===== src/isa_pkg.sv =====
//========================================
// instruction set package
// register numbers, ALU operations and the
// decoded operation handed to the core
//========================================
package isa_pkg;

    // architectural register number
    typedef logic [4:0] reg_idx_t;

    // reads as zero, writes are dropped
    localparam reg_idx_t ZERO_REG = 5'd31;

    typedef enum logic [2:0] {
        ALU_ADD = 3'd0,
        ALU_SUB = 3'd1,
        ALU_AND = 3'd2,
        ALU_ORR = 3'd3,
        ALU_EOR = 3'd4
    } alu_op_t;

    // register view of the second operand field
    typedef struct packed {
        logic [6:0] pad;
        reg_idx_t   rm;
    } opnd_reg_t;

    // same 12 bits, decoded as rm or as imm12 depending on use_imm
    typedef union packed {
        opnd_reg_t   reg_view;
        logic [11:0] imm12;
    } operand_field_t;

    typedef struct packed {
        reg_idx_t       rd;
        reg_idx_t       rn;
        operand_field_t opnd;
        logic           use_imm;
        alu_op_t        alu_op;
        logic           reg_write;
        logic           set_flags;
    } issue_t;

endpackage


===== src/pipe_pkg.sv =====
//========================================
// pipeline package
// data width, flags and the records that
// move between the pipeline stages
//========================================
package pipe_pkg;

    localparam int DATA_W         = 64;
    localparam int IMM_W          = 12;
    localparam int NUM_READ_PORTS = 2;
    // edges from the issue edge to the edge that samples wb
    localparam int RESULT_LATENCY = 3;

    typedef logic [DATA_W-1:0] word_t;

    typedef struct packed {
        logic n;
        logic z;
        logic c;
        logic v;
    } nzcv_t;

    // result offered by a producing stage for forwarding
    typedef struct packed {
        logic              valid;
        logic              reg_write;
        isa_pkg::reg_idx_t rd;
        word_t             data;
    } fwd_t;

    // write-back record, also the register file write port
    typedef struct packed {
        logic              valid;
        logic              reg_write;
        isa_pkg::reg_idx_t rd;
        word_t             data;
    } wb_t;

endpackage


===== src/retire_stage.sv =====
//========================================
// retire stage
// write-back register feeding the register
// file, forwarding and the result outputs
//========================================
`timescale 1ns/1ps

module retire_stage (
    input  logic           clk,
    input  logic           rst_n,
    input  pipe_pkg::fwd_t ex_fwd,
    output pipe_pkg::wb_t  wb
);

    // every valid op retires here, with or without reg_write
    always_ff @(posedge clk) begin
        wb.reg_write <= ex_fwd.reg_write;
        wb.rd        <= ex_fwd.rd;
        wb.data      <= ex_fwd.data;
        if (!rst_n) begin
            wb.valid <= 1'b0;
        end else begin
            wb.valid <= ex_fwd.valid;
        end
    end

endmodule

===== config.mk =====
export PLATFORM = sky130hd
export DESIGN_NAME = retire_stage
export DESIGN_NICKNAME = d
export VERILOG_FILES = /design/src/isa_pkg.sv /design/src/pipe_pkg.sv /design/src/retire_stage.sv
export SDC_FILE = /design/constraint.sdc
export NUM_CORES = 1
export LEC_CHECK = 0
export ABC_AREA = 1
export CAP_MARGIN = 25
export CELL_PAD_IN_SITES_DETAIL_PLACEMENT = 1
export CELL_PAD_IN_SITES_GLOBAL_PLACEMENT = 2
export CORE_AREA = 2 2 87 56
export DETAILED_ROUTE_END_ITERATION = 7
export DIE_AREA = 0 0 89 58
export DONT_BUFFER_PORTS = 1
export HOLD_SLACK_MARGIN = 0.15
export MAX_ROUTING_LAYER = met4
export PLACE_DENSITY = 0.79
export SYNTH_ARGS = -nofsm -noshare
export SYNTH_HDL_FRONTEND = slang
export SYNTH_SLANG_ARGS = --single-unit

===== constraint.sdc =====
create_clock -name clk -period 0.8 [get_ports clk]
set_input_delay 0.08 -clock clk [delete_from_list [all_inputs] [get_ports clk]]
set_output_delay 0.08 -clock clk [all_outputs]
set_load 0.01 [all_outputs]

==> reports/results.tsv <==
metric	value	unit
share of layout cells above drive strength 1	53.4	%
warnings from Yosys	0	
register area share after synthesis	99.5	%
type of the worst setup path	reg2out	
vias in the first global route	984	
full die area	5160	um^2
Mapped Area	1430	um^2
ranking of synthesized cells by area	dfxtp_1 99%, inv_1 0.26%, nand2_1 0.26%	
Finished Core Util	57.8	%
first-pass GRT wire length	5400	um
initial antenna violation count	0	
Most flops, register	wb	
period utilization	97.4	%
number of DRC markers in iteration 0	9	
PnR worst setup slack	0.0211	ns
vias per inst	3.88	
die height	58	um
Peak Freq	1280	MHz
Layout area overhead	77.1	%
top-level I/O count	144	
dpl ws	0.351	ns
clock root buffer	clkbuf_8	
top_reg_cell synth	dfxtp_1	
post-synthesis area per instance	19.6	um^2
Synth Register Bits	71	
htree depth	3	
port bufs	0	
Total GRT Usage	16.2	%
Final TNS setup	0	ns
CTS buffer count	9	
Post-synth EDFFs	0	
Synth top area share	99.5	%
initial core utilization	32.7	%
Die Wd	89	um
nets	229	
leak pwr	1.01	nW
Crit path required time	0.72	ns
normalized max-slew margin	92.9	%
per-cell routed wire length	18.3	um
Synth Instances	73	
RSZ-0062 raised after global routing	true	
FP Rows	19	
Sw Ratio	20.5	%
clock network power share	41.4	%
biggest regs	wb: 71 flops	
Worst setup EP type	primary output	
internal power	5.75	mW
WP data arrival	0.70	ns
Diodes inserted	0	
met3 routed WL	722	um
routed via count	869	
Final ANT Viol Nets	0	
max_cap viols	0	
max FFs per register	71	
Worst Tran Pin Value	0.106	ns
final hold violations	0	
Num Clock Sinks	71	
most common cell in the synthesized netlist	dfxtp_1	
core area	4370	um^2
final wirelength	4110	um
wire length on met1	1270	um
CP Max Fanout	1	
fillers	408	
combinational power share	4.0	%
ys async rst share	0	%
clock tree buffer depth	2	
Final Slew Violations	0	
Hold Path Depth	1	
Startpoint Class	register	
Crit. path cell count	0	
DRT Pass-1 Iters	2	
postcts setup bufs	0	
gp weighted congestion	0.679	
PD cells	2860	nW/um^2
minimum clock period	0.779	ns
CTS tree	built	
largest net degree at the start of global routing	13	
peak supply drop	1.67	mV
outcome	finished, final reports clean	
top cells by count, synth	71 x dfxtp_1, 1 x inv_1, 1 x nand2_1	
post-synth net total	146	
highest metal used	met4	
Final setup viols	0	
total grt overflow	0	
sequential power share	54.6	%
post-synth top area cell	dfxtp_1	
DR DRC count	0	
met2 wire len	2060	um
Clk pin slew, worst setup/hold paths	0.07	ns
library cells used by synthesis	3	
NetSw	1.48	mW
hold crit path type	in2reg	
[logic make-up after synthesis]
family | synth area share [%]
buffers and inverters | 0.262
DFF | 99.5
and+or+nand+nor | 0.262
[through the flow]
step	hold WS, ns	instances	cell area [um^2]	power, mW
2_1_floorplan	0.108	73	1430	3.96
3_3_place_gp	0.108	136	1510	3.99
3_5_place_dp	0.108	136	1510	3.99
4_1_cts	0.267	224	2480	7.22
5_1_grt	0.252	224	2530	7.56
6_report	0.287	224	2530	7.23
[power by group through the flow]
stage	registers [mW]	clock network, mW	logic [mW]
2_1_floorplan	3.96	0	0.00174
3_3_place_gp	3.99	0	0.00184
3_5_place_dp	3.99	0	0.00194
4_1_cts	3.93	3.01	0.279
5_1_grt	3.97	3.28	0.311
6_report	3.95	2.99	0.288
[final cells by class]
cell class | count | area [um^2] | area share (%)
sequential | 71 | 1510 | 59.7
timing repair buffer | 72 | 721 | 28.5
clock buffer | 10 | 128 | 5.04
clock inverter | 6 | 85.1 | 3.36
tap | 63 | 78.8 | 3.12
multi-input combinational | 1 | 3.75 | 0.148
inverter | 1 | 3.75 | 0.148
[layout by cell type (no fill, tap or decap)]
master and instances:
bufinv_16 2, clkinv_2 2, clkinvlp_4 2, dlygate4sd3_1 72
nand2_1 1, inv_1 1, clkbuf_1 1, clkbuf_8 9
dfxtp_2 71
[per-layer routing]
metal  GRT usage, %  up-vias
li1               -      387
met1           13.5      386
met2           26.3       90
met3           14.5        6
met4           5.12        0
met5              -        -
[worst paths after layout]
kind              startpoint     end  slack (ns)
setup / recovery       wb[6]   wb[6]        0.02
hold / removal    ex_fwd[68]  wb[68]        0.29
[what timing repair did]
| item | 4_1_cts | 5_1_grt |
|---|---|---|
| resized for setup | 35 | 36 |
| hold buffers | 72 | 0 |
| cloned | 0 | 0 |
| endpoints found under the hold margin | 71 | 0 |
| setup endpoints to repair | 35 | 64 |
(Power assumes the default switching activity.)
