File: config.mk
export PLATFORM = sky130hd
export DESIGN_NAME = operand_bypass
export DESIGN_NICKNAME = d
export VERILOG_FILES = /design/src/isa_pkg.sv /design/src/pipe_pkg.sv /design/src/operand_bypass.sv
export SDC_FILE = /design/constraint.sdc
export NUM_CORES = 1
export LEC_CHECK = 0
export ABC_AREA = 1
export BUFFER_PORTS_ARGS = -buffer_cell sky130_fd_sc_hd__buf_2
export CAP_MARGIN = 20
export CORE_AREA = 8 8 100 102
export DETAILED_ROUTE_END_ITERATION = 8
export DIE_AREA = 0 0 108 110
export GPL_TIMING_DRIVEN = 1
export PLACE_DENSITY = 0.81
export SLEW_MARGIN = 10
export SYNTH_ARGS = -nofsm -noshare
export SYNTH_HDL_FRONTEND = slang
export SYNTH_SLANG_ARGS = --single-unit
File: constraint.sdc
create_clock -name vclk -period 1.1
set_clock_uncertainty 0.2 [all_clocks]
set_input_delay 0 -clock vclk [all_inputs]
set_output_delay 0 -clock vclk [all_outputs]
set_load 0.02 [all_outputs]
File: src/isa_pkg.sv
//========================================
// instruction set package
// register numbers, ALU operations and the
// decoded operation handed to the core
//========================================
package isa_pkg;

    // architectural register number
    typedef logic [4:0] reg_idx_t;

    // reads as zero, writes are dropped
    localparam reg_idx_t ZERO_REG = 5'd31;

    typedef enum logic [2:0] {
        ALU_ADD = 3'd0,
        ALU_SUB = 3'd1,
        ALU_AND = 3'd2,
        ALU_ORR = 3'd3,
        ALU_EOR = 3'd4
    } alu_op_t;

    // register view of the second operand field
    typedef struct packed {
        logic [6:0] pad;
        reg_idx_t   rm;
    } opnd_reg_t;

    // same 12 bits, decoded as rm or as imm12 depending on use_imm
    typedef union packed {
        opnd_reg_t   reg_view;
        logic [11:0] imm12;
    } operand_field_t;

    typedef struct packed {
        reg_idx_t       rd;
        reg_idx_t       rn;
        operand_field_t opnd;
        logic           use_imm;
        alu_op_t        alu_op;
        logic           reg_write;
        logic           set_flags;
    } issue_t;

endpackage

File: src/pipe_pkg.sv
//========================================
// pipeline package
// data width, flags and the records that
// move between the pipeline stages
//========================================
package pipe_pkg;

    localparam int DATA_W         = 64;
    localparam int IMM_W          = 12;
    localparam int NUM_READ_PORTS = 2;
    // edges from the issue edge to the edge that samples wb
    localparam int RESULT_LATENCY = 3;

    typedef logic [DATA_W-1:0] word_t;

    typedef struct packed {
        logic n;
        logic z;
        logic c;
        logic v;
    } nzcv_t;

    // result offered by a producing stage for forwarding
    typedef struct packed {
        logic              valid;
        logic              reg_write;
        isa_pkg::reg_idx_t rd;
        word_t             data;
    } fwd_t;

    // write-back record, also the register file write port
    typedef struct packed {
        logic              valid;
        logic              reg_write;
        isa_pkg::reg_idx_t rd;
        word_t             data;
    } wb_t;

endpackage

File: src/operand_bypass.sv
//========================================
// operand bypass
// picks register file, execute or
// write-back value for one read port
//========================================
`timescale 1ns/1ps

module operand_bypass (
    input  isa_pkg::reg_idx_t src,
    input  pipe_pkg::word_t   raw,
    input  pipe_pkg::fwd_t    ex_fwd,
    input  pipe_pkg::fwd_t    wb_fwd,
    output pipe_pkg::word_t   data
);
    import isa_pkg::*;

    logic ex_hit;
    logic wb_hit;

    assign ex_hit = ex_fwd.valid && ex_fwd.reg_write && (ex_fwd.rd == src);
    assign wb_hit = wb_fwd.valid && wb_fwd.reg_write && (wb_fwd.rd == src);

    // younger producer (execute) wins over write-back
    always_comb begin
        if (src == ZERO_REG) begin
            data = '0;
            // a stage writing X31 may match here, its value is never taken
            assert final (raw == '0)
                else $error("X31 selected with nonzero register file value");
        end else if (ex_hit) begin
            data = ex_fwd.data;
        end else if (wb_hit) begin
            data = wb_fwd.data;
        end else begin
            data = raw;
        end
    end

endmodule

==> results_dict.tcl <==
set metrics [dict create \
    status "finished with violations" \
    violations "negative setup slack" \
    max_freq_mhz 656 \
    power.density_mw_per_mm2 391 \
    cpMaxStageDelayCell "buf_6" \
    syn_nets 761 \
    antennaDiodeCount 0 \
    fin_crit_sh_pct 139 \
    max_stage_delay_ps 160 \
    nets 1029 \
    placed_area_mm2 0.00397 \
    grt_max_degree 60 \
    viasPerCell 5.16 \
    synth_cell_types 16 \
    grt_pass1_wl_um 19400 \
    initialDrtViolationCount 403 \
    antenna_found_initial 1 \
    synth_xor_area_share_pct 0 \
    seq_area_frac_synth_pct 0 \
    critPathMaxFanout 8 \
    grt_pass1_vias 4121 \
    ios 275 \
    leakage_nw 3.01 \
    ir_drop_mv 0.264 \
    synth_top_area_share_pct 21.5 \
    path_cells "buf_8 > nand2_1 > nand2_2 > nor2_2 > nand3_4 > buf_6 > clkbuf_16 > nor2_1 > nor2_1 > nand2_1 > inv_2 > buf_6" \
    dp_hpwl_um 9580 \
    area.growth.synth_to_final_pct 93.2 \
    die_w_um 108 \
    final_cells 924 \
    die_h_um 110 \
    power_mw 2.00 \
    tightest_slew_ps 279 \
    dr.pass1.iters 5 \
    cp_data_required_time_ps 900 \
    critPathCaptureType "output pin" \
    crit_family "simple AND/OR/NAND/NOR gates" \
    path_class "input port to output pin" \
    synthTopCellsByCount "nand2_1, nor2_1, inv_1" \
    yosysTopAreaCell "nand2_1" \
    track_usage_pct 19.3 \
    drive_gt1_share_pct 59.1 \
    synth_fa_ha_area_share_pct 0 \
    cp-start-kind "input port" \
    syn_area_mm2 0.00265 \
    core_mm2 0.00847 \
    worst-path-buf-inv 5 \
    overflow 0 \
    clock_buffer_count 0 \
    worstPathArrival_ps 1320 \
    nFillCells 766 \
    num_vias 4770 \
    seq_cells 0 \
    yosys.cell_count.top_type "nand2_1" \
    hold_class "input port to output pin" \
    timing.final.ws_setup_ps -424 \
    finalWirelength_um 15600 \
    dieArea_mm2 0.0119 \
    rsz0062_at_grt "yes" \
    fin_area_mm2 0.00512 \
    yosys.area_share.simple_pct 71.4 \
    synth_top_family_by_area "simple AND/OR/NAND/NOR gates" \
    ant_nets 0 \
    synth_area_leaders "nand2_1, nor2_1, nand4_1" \
    cts_hold_buf 0 \
    synth_compound_area_share_pct 0 \
    hold_violations 0 \
    route.detailed.drc 0 \
    setup_viol 64 \
    fp-row-count 34 \
    gp_congestion 0.856 \
    start_util_pct 31.3 \
    period_minus_slack_ps 1520 \
    syn-instance-count 550 \
    finalMaxSlewViolations 0 \
    syn_avg_cell_area_um2 4.82 \
    ys_warn_count 0 \
    dp_slack_ps -390 \
    synth_mux_area_share_pct 0 \
    holdWs_ps 183 \
    seq_area_um2 0 \
    slew_headroom_pct 81.4 \
    cap_violations 0 \
    dp_cells 901 \
    post_drt_wl_per_cell_um 16.9 \
    portBuffers 275 \
]
==> placed cells by master (no fill, tap or decap), drive strengths merged <==
cell    count
clkbuf      8
nand4      64
nand2     156
inv        78
nor2      136
nor3        1
buf       305
nand3      68
==> path summary, 6_finish.rpt <==
| path | from | endpoint | depth (start not counted) |
|---|---|---|---|
| hold / removal | raw[14] | data[14] | 6 |
| setup / recovery | src[3] | data[0] | 12 |
==> worst min-delay path, stage by stage <==
cell,delay (ps)
buf_2,80
nand2_1,40
nand3_1,60
nand2_1,60
inv_2,50
buf_6,100
==> logic make-up (layout without fill, tap and decap cells) <==
logic type / Yosys count / count (layout)
simple gates: 425 / 425
buf+inv: 125 / 391
==> where the power goes <==
part	switching (mW)	internal, mW	leakage, nW	total (mW)
logic	1.06	0.944	3.01	2.00
registers	0	0	0	0
clock network	0	0	0	0
total	1.06	0.944	3.01	2.00
==> area by class of cell <==
type	instances	area, um2	share of cell area [%]
multi-input cells	425	2240	43.8
well taps	108	135	2.64
inverters	78	305	5.96
repair buffers	313	2440	47.6
==> per-stage QoR <==
step | setup TNS, ps | utilization (%)
after floorplan | 0 | -
after global placement | -21500 | 46.8
after detailed placement | -22130 | 46.8
after CTS | -17160 | 51.9
after global routing | -27020 | 60.5
final | -22130 | 60.5
==> repair_timing <==
item | in CTS | in global routing
resized for setup | 101 | 137
cloned | 3 | 12
pin swaps | 11 | 35
endpoints found under the setup margin | 64 | 64
setup buffers | 4 | 4
==> per-layer routing <==
layer | track usage (%) | wire length, um | vias to the layer above
li1 | - | - | 2270
met1 | 22.4 | 5500 | 2113
met2 | 35.4 | 7790 | 330
met3 | 4.42 | 1870 | 55
met4 | 3.77 | 426 | 2
met5 | 0 | 8 | -
No activity file was read; power rests on OpenSTA's default activity.
