### src/isa_pkg.sv
//========================================
// instruction set package
// register numbers, ALU operations and the
// decoded operation handed to the core
//========================================
package isa_pkg;

    // architectural register number
    typedef logic [4:0] reg_idx_t;

    // reads as zero, writes are dropped
    localparam reg_idx_t ZERO_REG = 5'd31;

    typedef enum logic [2:0] {
        ALU_ADD = 3'd0,
        ALU_SUB = 3'd1,
        ALU_AND = 3'd2,
        ALU_ORR = 3'd3,
        ALU_EOR = 3'd4
    } alu_op_t;

    // register view of the second operand field
    typedef struct packed {
        logic [6:0] pad;
        reg_idx_t   rm;
    } opnd_reg_t;

    // same 12 bits, decoded as rm or as imm12 depending on use_imm
    typedef union packed {
        opnd_reg_t   reg_view;
        logic [11:0] imm12;
    } operand_field_t;

    typedef struct packed {
        reg_idx_t       rd;
        reg_idx_t       rn;
        operand_field_t opnd;
        logic           use_imm;
        alu_op_t        alu_op;
        logic           reg_write;
        logic           set_flags;
    } issue_t;

endpackage

### src/pipe_pkg.sv
//========================================
// pipeline package
// data width, flags and the records that
// move between the pipeline stages
//========================================
package pipe_pkg;

    localparam int DATA_W         = 64;
    localparam int IMM_W          = 12;
    localparam int NUM_READ_PORTS = 2;
    // edges from the issue edge to the edge that samples wb
    localparam int RESULT_LATENCY = 3;

    typedef logic [DATA_W-1:0] word_t;

    typedef struct packed {
        logic n;
        logic z;
        logic c;
        logic v;
    } nzcv_t;

    // result offered by a producing stage for forwarding
    typedef struct packed {
        logic              valid;
        logic              reg_write;
        isa_pkg::reg_idx_t rd;
        word_t             data;
    } fwd_t;

    // write-back record, also the register file write port
    typedef struct packed {
        logic              valid;
        logic              reg_write;
        isa_pkg::reg_idx_t rd;
        word_t             data;
    } wb_t;

endpackage

### src/execute_stage.sv
//========================================
// execute stage
// operand register, ALU and the NZCV flag
// register
//========================================
`timescale 1ns/1ps

module execute_stage (
    input  logic            clk,
    input  logic            rst_n,
    input  logic            rf_valid,
    input  isa_pkg::issue_t rf_op,
    input  pipe_pkg::word_t opnd_a,
    input  pipe_pkg::word_t opnd_b,
    output pipe_pkg::fwd_t  ex_fwd,
    output pipe_pkg::nzcv_t flags
);
    import isa_pkg::*;
    import pipe_pkg::*;

    logic            ex_valid;
    issue_t          ex_op;
    word_t           a_q;
    word_t           b_q;
    word_t           b_opnd;
    word_t           b_add;
    word_t           result;
    logic            is_sub;
    logic [DATA_W:0] sum;
    logic            carry;
    logic            ovf;
    nzcv_t           next_flags;

    always_ff @(posedge clk) begin
        if (!rst_n) begin
            ex_valid <= 1'b0;
        end else begin
            ex_valid <= rf_valid;
        end
    end

    always_ff @(posedge clk) begin
        ex_op <= rf_op;
        a_q   <= opnd_a;
        b_q   <= opnd_b;
    end

    // imm12 view, zero extended
    assign b_opnd = ex_op.use_imm ? {{(DATA_W-IMM_W){1'b0}}, ex_op.opnd.imm12} : b_q;

    // subtract as A + ~B + 1
    assign is_sub = (ex_op.alu_op == ALU_SUB);
    assign b_add  = is_sub ? ~b_opnd : b_opnd;
    assign sum    = {1'b0, a_q} + {1'b0, b_add} + {{DATA_W{1'b0}}, is_sub};

    always_comb begin
        carry  = 1'b0;
        ovf    = 1'b0;
        case (ex_op.alu_op)
            ALU_ADD, ALU_SUB: begin
                result = sum[DATA_W-1:0];
                carry  = sum[DATA_W];
                // same-sign inputs, different-sign result
                ovf    = (a_q[DATA_W-1] == b_add[DATA_W-1]) &&
                         (result[DATA_W-1] != a_q[DATA_W-1]);
            end
            ALU_AND: result = a_q & b_opnd;
            ALU_ORR: result = a_q | b_opnd;
            ALU_EOR: result = a_q ^ b_opnd;
            default: result = '0;
        endcase
    end

    assign next_flags = '{n: result[DATA_W-1], z: (result == '0), c: carry, v: ovf};

    always_ff @(posedge clk) begin
        if (!rst_n) begin
            flags <= '0;
        end else if (ex_valid && ex_op.set_flags) begin
            flags <= next_flags;
        end
    end

    assign ex_fwd = '{valid: ex_valid, reg_write: ex_op.reg_write, rd: ex_op.rd, data: result};

    // flags only move one edge after a valid flag-setting op
    assert property (@(posedge clk) disable iff (!rst_n)
        !(ex_valid && ex_op.set_flags) |=> $stable(flags))
        else $error("flags changed without a flag-setting operation");

endmodule

### config.mk
export PLATFORM = sky130hd
export DESIGN_NAME = execute_stage
export DESIGN_NICKNAME = d
export VERILOG_FILES = /design/src/isa_pkg.sv /design/src/pipe_pkg.sv /design/src/execute_stage.sv
export SDC_FILE = /design/constraint.sdc
export NUM_CORES = 1
export LEC_CHECK = 0
export BUFFER_PORTS_ARGS = -buffer_cell sky130_fd_sc_hd__buf_2
export CAP_MARGIN = 10
export CORE_MARGIN = 1.5
export CORE_UTILIZATION = 30
export DETAILED_ROUTE_END_ITERATION = 7
export GPL_ROUTABILITY_DRIVEN = 0
export HOLD_SLACK_MARGIN = 0.15
export SLEW_MARGIN = 10
export SYNTH_ARGS = -nofsm -noshare
export SYNTH_HDL_FRONTEND = slang
export SYNTH_SLANG_ARGS = --single-unit
### constraint.sdc
create_clock -name clk -period 15.3 [get_ports clk]
set_clock_uncertainty 0.1 [all_clocks]
set_input_delay 1.53 -clock clk [delete_from_list [all_inputs] [get_ports clk]]
set_output_delay 1.53 -clock clk [all_outputs]
set_load 0.02 [all_outputs]
==> results of run 1 <==
[worst max-delay path, stage by stage (launching register included)]
cell	delay [ns]
dfxtp_4	0.74
nor3b_2	0.27
buf_4	0.35
buf_4	0.72
xnor2_1	0.16
ha_1	0.51
nand4_1	0.26
nor4_1	0.85
nand3_1	0.17
a311oi_1	0.61
nor2_1	0.10
a21oi_1	0.34
a221o_1	0.29
xor2_1	0.09
a222oi_1	0.56
inv_1	0.08
buf_2	0.18
[registers in the layout, indices dropped and copies added, names as in the netlist]
name      flops
ex_fwd        6
b_q          64
a_q          64
ex_valid      1
flags         4
ex_op        17
[power groups by stage]
stage | Sequential, mW | Clock [mW] | Combinational (mW)
floorplan | 0.446 | 0 | 0.339
global placement | 0.454 | 0 | 0.482
global route | 0.448 | 0.499 | 0.544
finish | 0.446 | 0.466 | 0.495
detailed placement | 0.455 | 0 | 0.487
CTS | 0.446 | 0.482 | 0.490
[cells by family after synthesis]
| group | Yosys count |
|---|---|
| flops | 156 |
| simple gates | 436 |
| xor+xnor | 106 |
| compound gates | 443 |
| buf+inv | 238 |
| fa+ha+maj | 201 |
| mux | 20 |
[synthesized netlist by cell type (20+ instances only)]
cell type,count
nand2_1,115
dfxtp_1,156
nand4_1,36
ha_1,200
nand3_1,25
xnor2_1,86
a21o_1,32
nand2b_1,56
a21oi_1,124
xor2_1,20
nor3_1,26
clkbuf_1,69
inv_1,146
a211oi_1,45
nor2_1,102
o21ai_0,109
[path summary, 6_finish.rpt]
| kind | endpoint | depth (start not counted) | startpoint |
|---|---|---|---|
| min reg2reg | flags[0] | 2 | flags[0] |
| max reg2reg | flags[2] | 17 | ex_op[2] |
| min | flags[0] | 2 | flags[0] |
| max | ex_fwd[63] | 16 | ex_op[2] |
[layout make-up]
type	instances	area [um^2]	area share [%]
Clock buffer	17	425	2.85
Clock inverter	15	224	1.50
Inverter	146	548	3.68
Multi-Input combinational cell	1206	8700	58.4
Sequential cell	156	3130	21.0
Tap cell	539	674	4.52
Timing Repair Buffer	237	1210	8.11
[routing by layer]
| layer | GRT usage [%] | vias to the layer above |
|---|---|---|
| met1 | 25.7 | 5766 |
| met2 | 32.6 | 452 |
| met3 | 4.45 | 44 |
| met5 | 0 | - |
| li1 | - | 5953 |
| met4 | 5.67 | 0 |
[through the flow]
step	utilization [%]	power, mW
2_1_floorplan	-	0.786
3_3_place_gp	34.0	0.936
3_5_place_dp	34.0	0.941
4_1_cts	35.5	1.42
5_1_grt	35.5	1.49
6_report	35.5	1.41
==> run metrics, run 1 <==
status=complete, no violations; Primary FF master, synth=dfxtp_1; post-synthesis xor/xnor area fraction=around 7.3%; Syn Std Cell Area=between 10000 and 15000 um^2; Avg Inst Size Synth=roughly 8 um^2; Mapped Cells=1600; post-route cell area=between 10000 and 15000 um^2; leading area contributor after synthesis=dfxtp_1; Placed Cells=roughly 2300; combinational power share=a little over a third; first-pass GRT wire length=67.1 mm; largest family of logic cells by synthesized area=compound AO/OA/AOI/OAI gates; Iter 0 DRT Violations=roughly 930; CTS tree=yes; Setup Total Neg Slack=0 ns; Int Power=0.873 mW; sequential share of power=between 30% and 40%; Worst Tran Pin Value=approximately 1.2 ns; area share of and/or/nand/nor cells after synthesis=between 15 and 20%; Startpoint Class=register; max-slew violation count=0; RSZ-0062 raised after global routing=no; slew margin rel.=19.1%; grt ovf=0; dpl ws=between 7 and 8 ns; remaining antenna violation count after routing=0; Worst Hold Margin=about 0.43 ns; post-synth cell types=74; post-synthesis mux area share=under 10%; core area=~42000 um^2; Yosys reg bits=between 150 and 200; worst path arrival time=between 6 and 7 ns; Period minus WS final=8.50 ns; buffer count from post-CTS setup fixing=0; CTS Buffer Depth=2; Compound-Gate Fraction of Synth Area=22.1%; number of max-cap violations=0; synth top area cells=dfxtp_1, ha_1, xnor2_1; M1 WL=~19 mm; Rows=75; f_max=118 MHz; Clk Tree Root Cell=clkbuf_16; DP Wirelength=roughly 34 mm; largest net degree at the start of global routing=67; Post-synth ARST share=0%; EDFF count, synth=0; commonest non-fill, non-tap cells in the layout=buf_2, ha_1, dfxtp_1; full die area=43800 um^2; DRT Pass-1 Iters=5; Clock Power Share=33.1%; fin crit share=a little under three fifths; initial antenna violation count=1; clock slew at reported path FFs=around 0.070 ns; Top Metal Used=met4; CP endpoint kind=output port; TritonCTS Buffers=17; Switching Share=between 30% and 40%; layout cells sized above 1=around 16%; Antenna Cells=0; met3 wire length=around 3 mm; Non-Filler Instances=2316; die extent in x=~210 um; Initial Util=30.4%; Adder-Cell Fraction of Synth Area=between 10% and 20%; Port Buffers=between 200 and 250; htree depth=4; Post-Route WL=42.9 mm; DR vias=between 10000 and 15000; Reg2Reg Setup Slack=between 7 and 8 ns; drt wl/cell=18.5 um; gr usage total=between 10% and 20%; Req. time, crit path=approximately 14 ns; P_leak=7.20 nW; commonest non-fill, non-tap cell in the layout=buf_2; worst skew pair latency=between 0.4 and 0.5 ns; Die Y=209 um; hold crit path type=reg -> reg; Hold-fix buffers, CTS=0; Net Count, Synth=just under 2000; sequential fraction of the synthesis area=about a quarter; Filler cells=around 4400; post-CTS resize count=0; final hold vios=0; DR WL met2=between 20 and 25 mm; final net count=roughly 2100; NetSw=0.533 mW; VDD IR max=approximately 0.064 mV; vias in the first global route=approximately 12000; top-area cell type share of the netlist area=approximately 24%; IO Pins=234; Syn. warnings=0; WS Path Type=reg -> out; clock sink count=156; Power Density=approximately 94 nW/um^2; Remaining DRCs=0; placed inst area=between 10000 and 15000 um^2; Final Setup Violations=0; Max FO, Critical Path=55; Area Growth Syn to Fin=16.9%; vias per cell=roughly 5.3; Final WS setup=about 6.8 ns
Power figures use the tool's default switching activity.
==> run 2: changes to the inputs <==
--- a/config.mk
+++ b/config.mk
@@ -5,6 +5,7 @@
 export SDC_FILE = /design/constraint.sdc
 export NUM_CORES = 1
 export LEC_CHECK = 0
+export ABC_AREA = 1
 export BUFFER_PORTS_ARGS = -buffer_cell sky130_fd_sc_hd__buf_2
 export CAP_MARGIN = 10
 export CORE_MARGIN = 1.5
==> constraint.sdc (replaced) <==
create_clock -name clk -period 8.3 [get_ports clk]
set_clock_uncertainty 0.1 [all_clocks]
set_input_delay 0.83 -clock clk [delete_from_list [all_inputs] [get_ports clk]]
set_output_delay 0.83 -clock clk [all_outputs]
set_load 0.02 [all_outputs]
==> run 2 against run 1 <==
The run now ends with DRC left. Combinational power up 82%. Worst setup slack worse by 4.1 ns. First-iteration DRC count up 17%. Non-clock buffer count down 3.
==> run metrics, run 2 <==
full die area=46200 um^2 (+5.5%); CP endpoint kind=output port; hold crit path type=in -> reg; Port Buffers=228 (unchanged); Worst Tran Pin Value=0.797 ns (-0.409 ns); Post-synth ARST share=0% (unchanged); hold path start=opnd_b[28]; TritonCTS Buffers=17 (unchanged); first-pass GRT wire length=71.1 mm (+6.0%); utilization after layout=35.7% (+0.16 points); r2r startpoint=ex_op[3]; initial antenna violation count=0 (-1); post-route cell area=15800 um^2 (+5.9%); worst path arrival time=4.69 ns (-2.18 ns); most common cell in the netlist=nand2_1; vias per cell=4.77 (-9.6%); multi-input logic area=8690 um^2 (-0.12%); combinational power share=35.1% (about the same); drt wl/cell=15.8 um (-14%); synth top area cells=dfxtp_1, ha_1, nand2_1; CTS Buffer Depth=2 (unchanged); Antenna Cells=0 (unchanged); Switching Share=37.6% (-0.31 points); area share of and/or/nand/nor cells after synthesis=30.2% (+13 points); Syn. warnings=0 (unchanged); number of max-cap violations=0 (unchanged); Reg2Reg Setup Slack=3.35 ns (-4.49 ns); RSZ-0062 raised after global routing=no; EDFF count, synth=0 (unchanged); largest family of logic cells by synthesized area=simple AND/OR/NAND/NOR gates; DRT Pass-1 Iters=8 (+3); Hold-fix buffers, CTS=0 (unchanged); Remaining DRCs=3 (+3); NetSw=0.964 mW (+81%); htree depth=4 (unchanged); Yosys reg bits=156 (unchanged); Post-Route WL=45.9 mm (+7.2%); largest net degree at the start of global routing=65 (-3.0%); WS Path Type=reg -> out; post-synth cell types=38 (-49%); IO Pins=234 (unchanged); failing checks=DRC; post-synthesis xor/xnor area fraction=4.10% (-3.2 points); Clk Tree Root Cell=clkbuf_16; Die Y=215 um (+2.7%); leading area contributor after synthesis=dfxtp_1; VDD IR max=0.163 mV (+160%); Filler cells=4811 (+8.8%); Power Density=162 nW/um^2 (+72%); slew margin rel.=46.8% (+28 points); sequential share of power=31.9% (+0.2 points); Setup Total Neg Slack=0 ns (unchanged); f_max=about 180 MHz; Clock Power Share=33.1% (about the same); worst skew pair latency=0.46 ns (about the same); most frequent cells after synthesis=nand2_1, inv_1, nor2_1, ha_1, dfxtp_1; layout cells sized above 1=12.3% (-4.0 points); Final Setup Violations=0 (unchanged); core area=44200 um^2 (+5.4%); remaining antenna violation count after routing=0 (unchanged); P_leak=8.88 nW (+23%); Rows=77 (+2.7%); Period minus WS final=5.62 ns; final net count=2657 (+25%); Compound-Gate Fraction of Synth Area=11.5% (-11 points); Largest regs=a_q: 64 flops, b_q: 64 flops, ex_op: 17 flops; Mapped Cells=2092 (+31%); fin crit share=67.7%; CTS tree=yes; Req. time, crit path=7.37 ns (-6.30 ns); Adder-Cell Fraction of Synth Area=18.7% (-1.1 points); commonest non-fill, non-tap cell in the layout=nand2_1; post-CTS resize count=0 (unchanged); clock sink count=156 (unchanged); Area Growth Syn to Fin=17.3%; R2R cell count=19 (+2); DR vias=13840 (+13%); Worst R2R End=flags[2]; Int Power=1.60 mW (+83%); commonest non-fill, non-tap cells in the layout=nand2_1, inv_1, nor2_1; Hold EP=b_q[28]; post-synthesis mux area share=0% (-1.7 points); buffer count from post-CTS setup fixing=0 (unchanged); Startpoint Class=register; Syn Std Cell Area=13500 um^2 (+5.6%); final hold vios=0 (unchanged); hold depth=1 (-1); Avg Inst Size Synth=6.44 um^2 (-19%); vias in the first global route=13081 (+11%); status=finished with violations; total power=2.56 mW (+82%); die extent in x=215 um (+2.7%); Primary FF master, synth=dfxtp_1; Net Count, Synth=2452 (+25%); sequential fraction of the synthesis area=23.2% (-1.3 points); grt ovf=0 (unchanged); top-area cell type share of the netlist area=23.2% (-1.3 points); FF+latch area=3120 um^2 (-0.16%); gr usage total=19.8% (+0.032 points); clock slew at reported path FFs=0.06 ns (about the same); max-slew violation count=0 (unchanged); Iter 0 DRT Violations=1090 (+17%); Initial Util=30.5% (+0.058 points); placed inst area=15200 um^2 (+6.3%); Max FO, Critical Path=33 (-40%); DP Wirelength=37.7 mm (+11%)
## run 2: cell types whose count changed in the layout (fill, tap and decap cells not counted), sizes merged, moves of 32 or more
cell | previous run | this run
a221oi | 5 | 52
a211oi | 45 | 2
xnor2 | 86 | 11
nand2 | 115 | 568
nand2b | 56 | 0
xor2 | 20 | 52
nor2 | 102 | 239
inv | 153 | 378
nand3 | 26 | 125
## run 2: power by group through the flow
| stage | logic [mW] | clock network, mW | registers, mW |
|---|---|---|---|
| 2_1_floorplan | 0.604 | 0 | 0.823 |
| 3_3_place_gp | 0.871 | 0 | 0.832 |
| 3_5_place_dp | 0.881 | 0 | 0.832 |
| 4_1_cts | 0.887 | 0.873 | 0.816 |
| 5_1_grt | 0.998 | 0.900 | 0.820 |
| 6_report | 0.899 | 0.847 | 0.816 |
## run 2: stage by stage
stage / setup WS, ns / instances / hold WS, ns
6_report: 2.68 / 2902 / 0.362
3_5_place_dp: 3.23 / 2870 / 0.360
4_1_cts: 2.71 / 2902 / 0.329
2_1_floorplan: 4.28 / 2092 / 0.443
5_1_grt: 2.38 / 2902 / 0.340
3_3_place_gp: 3.25 / 2870 / 0.359
## run 2: how the worst max path moves through the flow
| stage | startpoint | endpoint | slack [ns] | cells after the start |
|---|---|---|---|---|
| 2_1_floorplan | ex_op[4] | ex_fwd[62] | 4.28 | 17 |
| 5_1_grt | ex_op[3] | ex_fwd[39] | 2.38 | 16 |
| 3_5_place_dp | ex_op[3] | ex_fwd[53] | 3.23 | 19 |
| 4_1_cts | ex_op[3] | ex_fwd[53] | 2.71 | 19 |
| 6_report | ex_op[3] | ex_fwd[53] | 2.68 | 19 |
| 3_3_place_gp | ex_op[3] | ex_fwd[55] | 3.25 | 16 |
## run 2: area by class of cell
type                            instances  share of cell area [%]
Inverter                              378                    9.00
Sequential cell                       156                    19.8
Tap cell                              592                    4.69
Clock buffer                           21                    2.92
Clock inverter                         11                    1.05
Timing Repair Buffer                  234                    7.51
Multi-Input combinational cell       1510                    55.1
## run 2: logic make-up after synthesis
group	Yosys count
and+or+nand+nor	986
buffers and inverters	426
AOI/OAI and AO/OA	260
adders and majority gates	201
DFF	156
xor gates and xnor gates	63
## run 2: layer usage
layer	global-route usage, %	wire (um)
met5	0	0
met4	8.15	1350
met3	3.52	3400
met2	29.3	18900
met1	28.1	22300
## run 2: worst max-delay path: stages, from the launching register on
cell	delay [ns]
dfxtp_1	0.57
nor2_8	0.05
nand2_4	0.44
buf_4	0.57
xnor2_1	0.15
ha_1	0.41
nand2_1	0.13
nor2_1	0.23
nand3_2	0.12
nand2_2	0.12
nand2_1	0.08
nand2_1	0.13
nand2_1	0.07
nand2_1	0.15
nand2_1	0.15
o21ai_0	0.34
a21oi_1	0.10
o21ai_0	0.11
nand2_1	0.11
buf_2	0.17
